### src/rtl/eeprom_pkg.sv
package eeprom_pkg;

    typedef logic [7:0]  byte_t;
    typedef logic [10:0] mem_addr_t;
    typedef logic [1:0]  phase_t;    // quarter index within one scl bit

    // byte-level commands from the sequencer to the bit engine
    typedef enum logic [1:0] {
        CMD_START,
        CMD_STOP,
        CMD_WRITE,
        CMD_READ
    } bus_cmd_t;

    typedef enum logic [3:0] {
        IDLE,
        START,
        CTRL_WR,
        ADDR_WR,
        DATA_WR,
        RESTART,     // repeated start before the read control byte
        CTRL_RD,
        DATA_RD,
        STOP,
        DONE
    } seq_state_t;

    localparam logic [3:0] DEV_TYPE = 4'b1010;   // serial eeprom type code

endpackage

### src/rtl/serial_bus_if.sv
`timescale 1ns/10ps

interface serial_bus_if import eeprom_pkg::*; ();

    logic     cmd_valid;
    bus_cmd_t cmd;
    byte_t    tx_byte;
    logic     master_nack;   // drive 1 in the ack slot of a read byte

    logic     cmd_done;
    byte_t    rx_byte;
    logic     slave_ack;     // high means the slave did not acknowledge

    modport seq (
        output cmd_valid, cmd, tx_byte, master_nack,
        input  cmd_done, rx_byte, slave_ack
    );

    modport engine (
        input  cmd_valid, cmd, tx_byte, master_nack,
        output cmd_done, rx_byte, slave_ack
    );

endinterface

### src/rtl/bit_timer.sv
`timescale 1ns/10ps

module bit_timer import eeprom_pkg::*; #(
    parameter int QUARTER_CYCLES = 2
) (
    input  logic   CLK,
    input  logic   RESET,
    input  logic   timer_run,
    output logic   quarter_tick,
    output phase_t phase
);

    localparam int CW = $clog2(QUARTER_CYCLES) + 1;
    localparam logic [CW-1:0] RELOAD = CW'(QUARTER_CYCLES - 1);

    logic [CW-1:0] cnt;

    assign quarter_tick = timer_run && (cnt == '0);

    always_ff @(posedge CLK) begin
        if (RESET) begin
            cnt   <= RELOAD;
            phase <= '0;
        end else if (!timer_run) begin
            // held cleared so each command starts at phase 0
            cnt   <= RELOAD;
            phase <= '0;
        end else if (cnt == '0) begin
            cnt   <= RELOAD;
            phase <= phase + 2'd1;    // wraps 3 -> 0
        end else begin
            cnt <= cnt - 1'b1;
        end
    end

endmodule

### src/rtl/byte_engine.sv
`timescale 1ns/10ps

module byte_engine import eeprom_pkg::*; (
    input  logic         CLK,
    input  logic         RESET,
    serial_bus_if.engine bus,
    input  logic         quarter_tick,
    input  phase_t       phase,
    output logic         timer_run,
    output logic         scl,
    output logic         sda_pull_low,
    input  logic         sda_in
);

    typedef enum logic [1:0] {
        ENG_IDLE,
        ENG_COND,    // start or stop condition, one bit time
        ENG_BITS     // eight data bits plus the ack slot
    } eng_state_t;

    eng_state_t state;
    logic       is_start;
    logic       cmd_done_q;
    logic [8:0] shreg;       // bits out at the top, sampled bits in at the bottom
    logic [8:0] tx_word;
    logic [3:0] bit_cnt;
    logic       accept;

    assign accept    = (state == ENG_IDLE) && bus.cmd_valid;
    assign timer_run = (state != ENG_IDLE);

    // a read releases sda for the data bits and drives the ack slot itself
    assign tx_word = (bus.cmd == CMD_READ) ? {8'hff, bus.master_nack} : {bus.tx_byte, 1'b1};

    assign bus.cmd_done  = cmd_done_q;
    assign bus.rx_byte   = shreg[8:1];
    assign bus.slave_ack = shreg[0];

    always_ff @(posedge CLK) begin
        if (RESET) begin
            state        <= ENG_IDLE;
            is_start     <= 1'b0;
            bit_cnt      <= '0;
            cmd_done_q   <= 1'b0;
            scl          <= 1'b1;
            sda_pull_low <= 1'b0;
        end else begin
            cmd_done_q <= 1'b0;
            case (state)
                ENG_IDLE: begin
                    if (accept) begin
                        bit_cnt <= '0;
                        case (bus.cmd)
                            CMD_START: begin
                                state        <= ENG_COND;
                                is_start     <= 1'b1;
                                sda_pull_low <= 1'b0;    // release, works as repeated start
                            end
                            CMD_STOP: begin
                                state        <= ENG_COND;
                                is_start     <= 1'b0;
                                sda_pull_low <= 1'b1;
                            end
                            default: begin
                                state        <= ENG_BITS;
                                sda_pull_low <= !tx_word[8];
                            end
                        endcase
                    end
                end
                ENG_COND: begin
                    if (quarter_tick) begin
                        case (phase)
                            2'd0: scl <= 1'b1;
                            2'd1: sda_pull_low <= is_start;  // sda edge while scl high
                            2'd2: scl <= is_start ? 1'b0 : 1'b1;
                            default: begin
                                state      <= ENG_IDLE;
                                cmd_done_q <= 1'b1;
                            end
                        endcase
                    end
                end
                ENG_BITS: begin
                    if (quarter_tick) begin
                        case (phase)
                            2'd0: scl <= 1'b1;
                            2'd2: scl <= 1'b0;   // sampled on this tick too
                            2'd3: begin
                                if (bit_cnt == 4'd8) begin
                                    state      <= ENG_IDLE;
                                    cmd_done_q <= 1'b1;
                                end else begin
                                    bit_cnt      <= bit_cnt + 4'd1;
                                    sda_pull_low <= !shreg[8];
                                end
                            end
                            default: ;
                        endcase
                    end
                end
                default: state <= ENG_IDLE;
            endcase
        end
    end

    always_ff @(posedge CLK) begin
        if (accept) begin
            shreg <= tx_word;
        end else if (state == ENG_BITS && quarter_tick && phase == 2'd2) begin
            shreg <= {shreg[7:0], sda_in};
        end
    end

endmodule

### src/rtl/eeprom_seq_fsm.sv
`timescale 1ns/10ps

module eeprom_seq_fsm import eeprom_pkg::*; (
    input  logic      CLK,
    input  logic      RESET,
    input  logic      wr,
    input  logic      rd,
    input  mem_addr_t addr,
    input  byte_t     wdata,
    output byte_t     rdata,
    output logic      ack,
    output logic      err,
    output logic      busy,
    serial_bus_if.seq bus
);

    seq_state_t state;
    seq_state_t done_next;

    logic      op_read;
    logic      cmd_sent;     // command of the current state already issued
    logic      err_flag;
    logic      nack_abort;
    mem_addr_t addr_q;
    byte_t     wdata_q;
    bus_cmd_t  cmd_sel;
    byte_t     tx_sel;

    assign ack  = (state == DONE);
    assign err  = err_flag;
    assign busy = (state != IDLE);

    assign bus.cmd_valid   = (state != IDLE) && (state != DONE) && !cmd_sent;
    assign bus.cmd         = cmd_sel;
    assign bus.tx_byte     = tx_sel;
    assign bus.master_nack = (state == DATA_RD);   // single byte reads end with nack

    // command and byte for the current state
    always_comb begin
        cmd_sel = CMD_WRITE;
        tx_sel  = addr_q[7:0];
        case (state)
            START, RESTART: cmd_sel = CMD_START;
            STOP:           cmd_sel = CMD_STOP;
            DATA_RD:        cmd_sel = CMD_READ;
            CTRL_WR:        tx_sel  = {DEV_TYPE, addr_q[10:8], 1'b0};
            CTRL_RD:        tx_sel  = {DEV_TYPE, addr_q[10:8], 1'b1};
            DATA_WR:        tx_sel  = wdata_q;
            default: ;
        endcase
    end

    // a written byte without slave ack aborts the operation
    assign nack_abort = (cmd_sel == CMD_WRITE) && bus.slave_ack;

    always_comb begin
        case (state)
            START:   done_next = CTRL_WR;
            CTRL_WR: done_next = ADDR_WR;
            ADDR_WR: done_next = op_read ? RESTART : DATA_WR;
            DATA_WR: done_next = STOP;
            RESTART: done_next = CTRL_RD;
            CTRL_RD: done_next = DATA_RD;
            DATA_RD: done_next = STOP;
            STOP:    done_next = DONE;
            default: done_next = IDLE;
        endcase
        if (nack_abort) begin
            done_next = STOP;
        end
    end

    always_ff @(posedge CLK) begin
        if (RESET) begin
            state    <= IDLE;
            op_read  <= 1'b0;
            cmd_sent <= 1'b0;
            err_flag <= 1'b0;
        end else begin
            case (state)
                IDLE: begin
                    if (wr || rd) begin
                        op_read  <= !wr;    // write wins when both are high
                        err_flag <= 1'b0;
                        cmd_sent <= 1'b0;
                        state    <= START;
                    end
                end
                DONE: state <= IDLE;
                default: begin
                    if (!cmd_sent) begin
                        cmd_sent <= 1'b1;
                    end else if (bus.cmd_done) begin
                        cmd_sent <= 1'b0;
                        state    <= done_next;
                        if (nack_abort) begin
                            err_flag <= 1'b1;
                        end
                    end
                end
            endcase
        end
    end

    // request payload, taken only when an operation is accepted
    always_ff @(posedge CLK) begin
        if (state == IDLE && (wr || rd)) begin
            addr_q  <= addr;
            wdata_q <= wdata;
        end
    end

    always_ff @(posedge CLK) begin
        if (state == DATA_RD && cmd_sent && bus.cmd_done) begin
            rdata <= bus.rx_byte;
        end
    end

endmodule

### src/rtl/eeprom_wr_top.sv
`timescale 1ns/10ps

module eeprom_wr_top import eeprom_pkg::*; #(
    parameter int QUARTER_CYCLES = 2
) (
    input  logic      CLK,
    input  logic      RESET,
    input  logic      wr,
    input  logic      rd,
    input  mem_addr_t addr,
    input  byte_t     wdata,
    output byte_t     rdata,
    output logic      ack,
    output logic      err,
    output logic      busy,
    output logic      scl,
    output logic      sda_pull_low,
    input  logic      sda_in
);

    logic   timer_run;
    logic   quarter_tick;
    phase_t phase;

    serial_bus_if bus ();

    bit_timer #(
        .QUARTER_CYCLES(QUARTER_CYCLES)
    ) i_bit_timer (
        .CLK         (CLK),
        .RESET       (RESET),
        .timer_run   (timer_run),
        .quarter_tick(quarter_tick),
        .phase       (phase)
    );

    eeprom_seq_fsm i_seq (
        .CLK  (CLK),
        .RESET(RESET),
        .wr   (wr),
        .rd   (rd),
        .addr (addr),
        .wdata(wdata),
        .rdata(rdata),
        .ack  (ack),
        .err  (err),
        .busy (busy),
        .bus  (bus.seq)
    );

    byte_engine i_engine (
        .CLK         (CLK),
        .RESET       (RESET),
        .bus         (bus.engine),
        .quarter_tick(quarter_tick),
        .phase       (phase),
        .timer_run   (timer_run),
        .scl         (scl),
        .sda_pull_low(sda_pull_low),
        .sda_in      (sda_in)
    );

endmodule

### config.mk
export PLATFORM = sky130hd
export DESIGN_NAME = eeprom_wr_top
export DESIGN_NICKNAME = d
export VERILOG_FILES = /design/src/rtl/eeprom_pkg.sv /design/src/rtl/serial_bus_if.sv /design/src/rtl/bit_timer.sv /design/src/rtl/byte_engine.sv /design/src/rtl/eeprom_seq_fsm.sv /design/src/rtl/eeprom_wr_top.sv
export SDC_FILE = /design/constraint.sdc
export NUM_CORES = 1
export LEC_CHECK = 0
export ABC_AREA = 1
export BUFFER_PORTS_ARGS = -buffer_cell sky130_fd_sc_hd__buf_2
export CORE_MARGIN = 2
export CORE_UTILIZATION = 61
export CTS_BUF_LIST = sky130_fd_sc_hd__clkbuf_4
export DETAILED_ROUTE_END_ITERATION = 6
export PLACE_DENSITY_LB_ADDON = 0.08
export REMOVE_ABC_BUFFERS = 1
export SLEW_MARGIN = 20
export SYNTH_ARGS = -nofsm -noshare
export SYNTH_HDL_FRONTEND = slang
export SYNTH_HIERARCHICAL = 1
export SYNTH_SLANG_ARGS = --single-unit
### constraint.sdc
create_clock -name CLK -period 5.5 [get_ports CLK]
set_clock_uncertainty 0.05 [all_clocks]
set_input_delay 1.1 -clock CLK [delete_from_list [all_inputs] [get_ports CLK]]
set_output_delay 1.1 -clock CLK [all_outputs]
set_load 0.02 [all_outputs]
==> results.txt <==
die area - 5010 sq um
Vias/cell - 5.28
cts bufs inserted - 9
Max clock buf depth - 2
Slew Limit Fails - 0
Hold Path Depth - 1
endpoints failing hold - 0
Core Region - 4320 sq um
FFs w/ async S/R, synth - 0
area grow syn2layout - 14.7%
reg2reg end - i_engine/shreg[4]$_DFFE_PP_
Post-CTS Resized - 0
mapped cell area - 2720 sq um
pwr dens - 543 nW/um^2
Syn Area/Cell - 8.91 sq um
worst relative slew slack - 0.537
post-route clock period utilization - 0.462
max-cap viol count - 0
critical path endpoint - ack
postcts setup bufs - 0
CP arrival - 1.39 ns
root buffer cell - clkbuf_4
commonest cells after routing, fill and taps aside - 62 x nand2_1, 42 x nor2_1, 36 x edfxtp_1, 36 x buf_2, 35 x inv_1
library cells used by synthesis - 29
WL/cell - 12.9 microns
Die Wd - 70.8 microns
Final GP Congestion - 0.889
Crit Path Max Fanout - 8
initial drt markers - 170
Worst-Skew Late Latency - 0.39 ns
final wirelength - 5290 microns
TNS Setup - 0 ns
hold wc startpoint - i_bit_timer/cnt[0]$_SDFF_PP1_
post-synthesis register bit count - 57
DRT Pass-1 Iters - 4
first-pass GRT wire length - 9180 microns
Starting Density - 0.629
Syn Inst Count - 305
worst reg2reg path startpoint - i_seq/state[1]$_SDFFE_PP0P_
Boundary Pins - 37
GR Util All Layers - 0.238
NumNets Final - 385
initial antenna violation count - 0
Antenna Violating Nets Remaining - 0
commonest non-fill, non-tap cell in the layout - nand2_1
total number of vias - 2158
hold_buf cts - 0
flop2flop setup slack - 3.49 ns
worst path required time - 4.35 ns
sequential share of the synthesized area - 0.552
vias in the first global route - 2059
CP Launch Type - register
Post-synth EDFFs - 36
Worst Tran Pin Value - 0.692 ns
unrepaired setup endpoints after global routing - no
Ant. Diodes - 0
min cycle time layout - 2.54 ns
fmax - 393 MHz
Setup CP Type - register to output port
row count - 24
PortBufs - 36
Top FF cell, synth - edfxtp_1
status - completed
GR Overflow Total - 0
Worst setup startpoint - i_seq/state[1]$_SDFFE_PP0P_
Chip Height - 70.8 microns
Pleak - 0.00140 uW
reg2reg path depth - 7
HPWL Detailed - 3910 microns
Hold Path Class - register to register
Hold Slack - 0.361 ns
CTS H-tree lvls - 3
Clock Sinks - 57
Post-route DRC - 0
setup violators final - 0
CTS tree - done
crit end category - output port
clock slew at reported path FFs - 0.10 ns
largest net degree at the start of global routing - 21
synth warn - 6
final core occ - 0.721
share of layout cells above drive strength 1 - 0.230
Peak supply drop - 0.428 mV
==> registers in the layout, summed over array words and instances, names as in the netlist, 2 cells and up <==
register           count
i_bit_timer/phase      2
i_seq/wdata_q          8
i_engine/state         2
i_seq/rdata            8
i_seq/state            4
i_bit_timer/cnt        2
i_engine/bit_cnt       4
i_seq/addr_q          11
i_engine/shreg         9
==> worst max-delay path: stages (launching register included) <==
cell and delay, ns:
dfxtp_1 0.51, inv_2 0.10, nand3_1 0.18, inv_1 0.06, buf_2 0.15
==> per-stage QoR <==
stage | total power (uW) | std cells | cell area [sq um] | setup slack, ns
finish | 1690 | 409 | 3120 | 2.96
global route | 1840 | 409 | 3120 | 2.83
CTS | 1700 | 409 | 3120 | 2.94
detailed placement | 1360 | 394 | 2970 | 3.39
global placement | 1340 | 394 | 2970 | 3.42
floorplan | 1190 | 304 | 2710 | 3.04
==> metal layers <==
| layer | wire, microns | GRT usage |
|---|---|---|
| met5 | 0 | 0 |
| met4 | 123 | 0.130 |
| met2 | 2560 | 0.376 |
| met3 | 255 | 0.0499 |
| met1 | 2350 | 0.307 |
==> synthesized netlist by cell type (2+ instances only) <==
cell type	number	area, sq um
a31oi_1	2	12.5
inv_1	35	131
nand2_1	62	233
o21ai_0	5	25.0
nand2_2	7	43.8
nand2_4	3	33.8
dfxtp_1	21	420
nor2_4	3	33.8
a21oi_1	20	100
inv_2	10	37.5
nor2_2	3	18.8
nand3_2	2	20.0
nand4_1	8	50.1
a21oi_2	2	17.5
nor2_1	42	158
edfxtp_1	36	1080
nand3_1	25	125
ha_1	8	100
==> power breakdown <==
group          internal [uW]  total [uW]  switching [uW]
Sequential               618         684            66.0
Combinational            224         674             450
Clock                    190         335             145
Total                   1030        1690             661
==> logic make-up after synthesis <==
logic type | synth area share
simple gates | 0.267
buf+inv | 0.0676
flops | 0.552
compound gates | 0.0759
fa+ha+maj | 0.0368
==> how the worst min path moves through the flow <==
stage,end,slack (ns)
final,i_bit_timer/cnt[0]$_SDFF_PP1_,0.36
after global routing,i_bit_timer/cnt[0]$_SDFF_PP1_,0.39
after CTS,i_bit_timer/cnt[0]$_SDFF_PP1_,0.37
after detailed placement,i_bit_timer/cnt[0]$_SDFF_PP1_,0.35
after global placement,i_bit_timer/cnt[0]$_SDFF_PP1_,0.34
after floorplan,i_bit_timer/cnt[0]$_SDFF_PP1_,0.33
==> cell type report <==
class | instances | area [sq um]
tap | 52 | 65.1
clock inverter | 4 | 68.8
multi-input combinational | 201 | 1030
sequential | 57 | 1500
inverter | 46 | 173
clock buffer | 11 | 82.6
fill | 377 | 1200
timing repair buffer | 38 | 195
No activity file was read; power rests on OpenSTA's default activity.
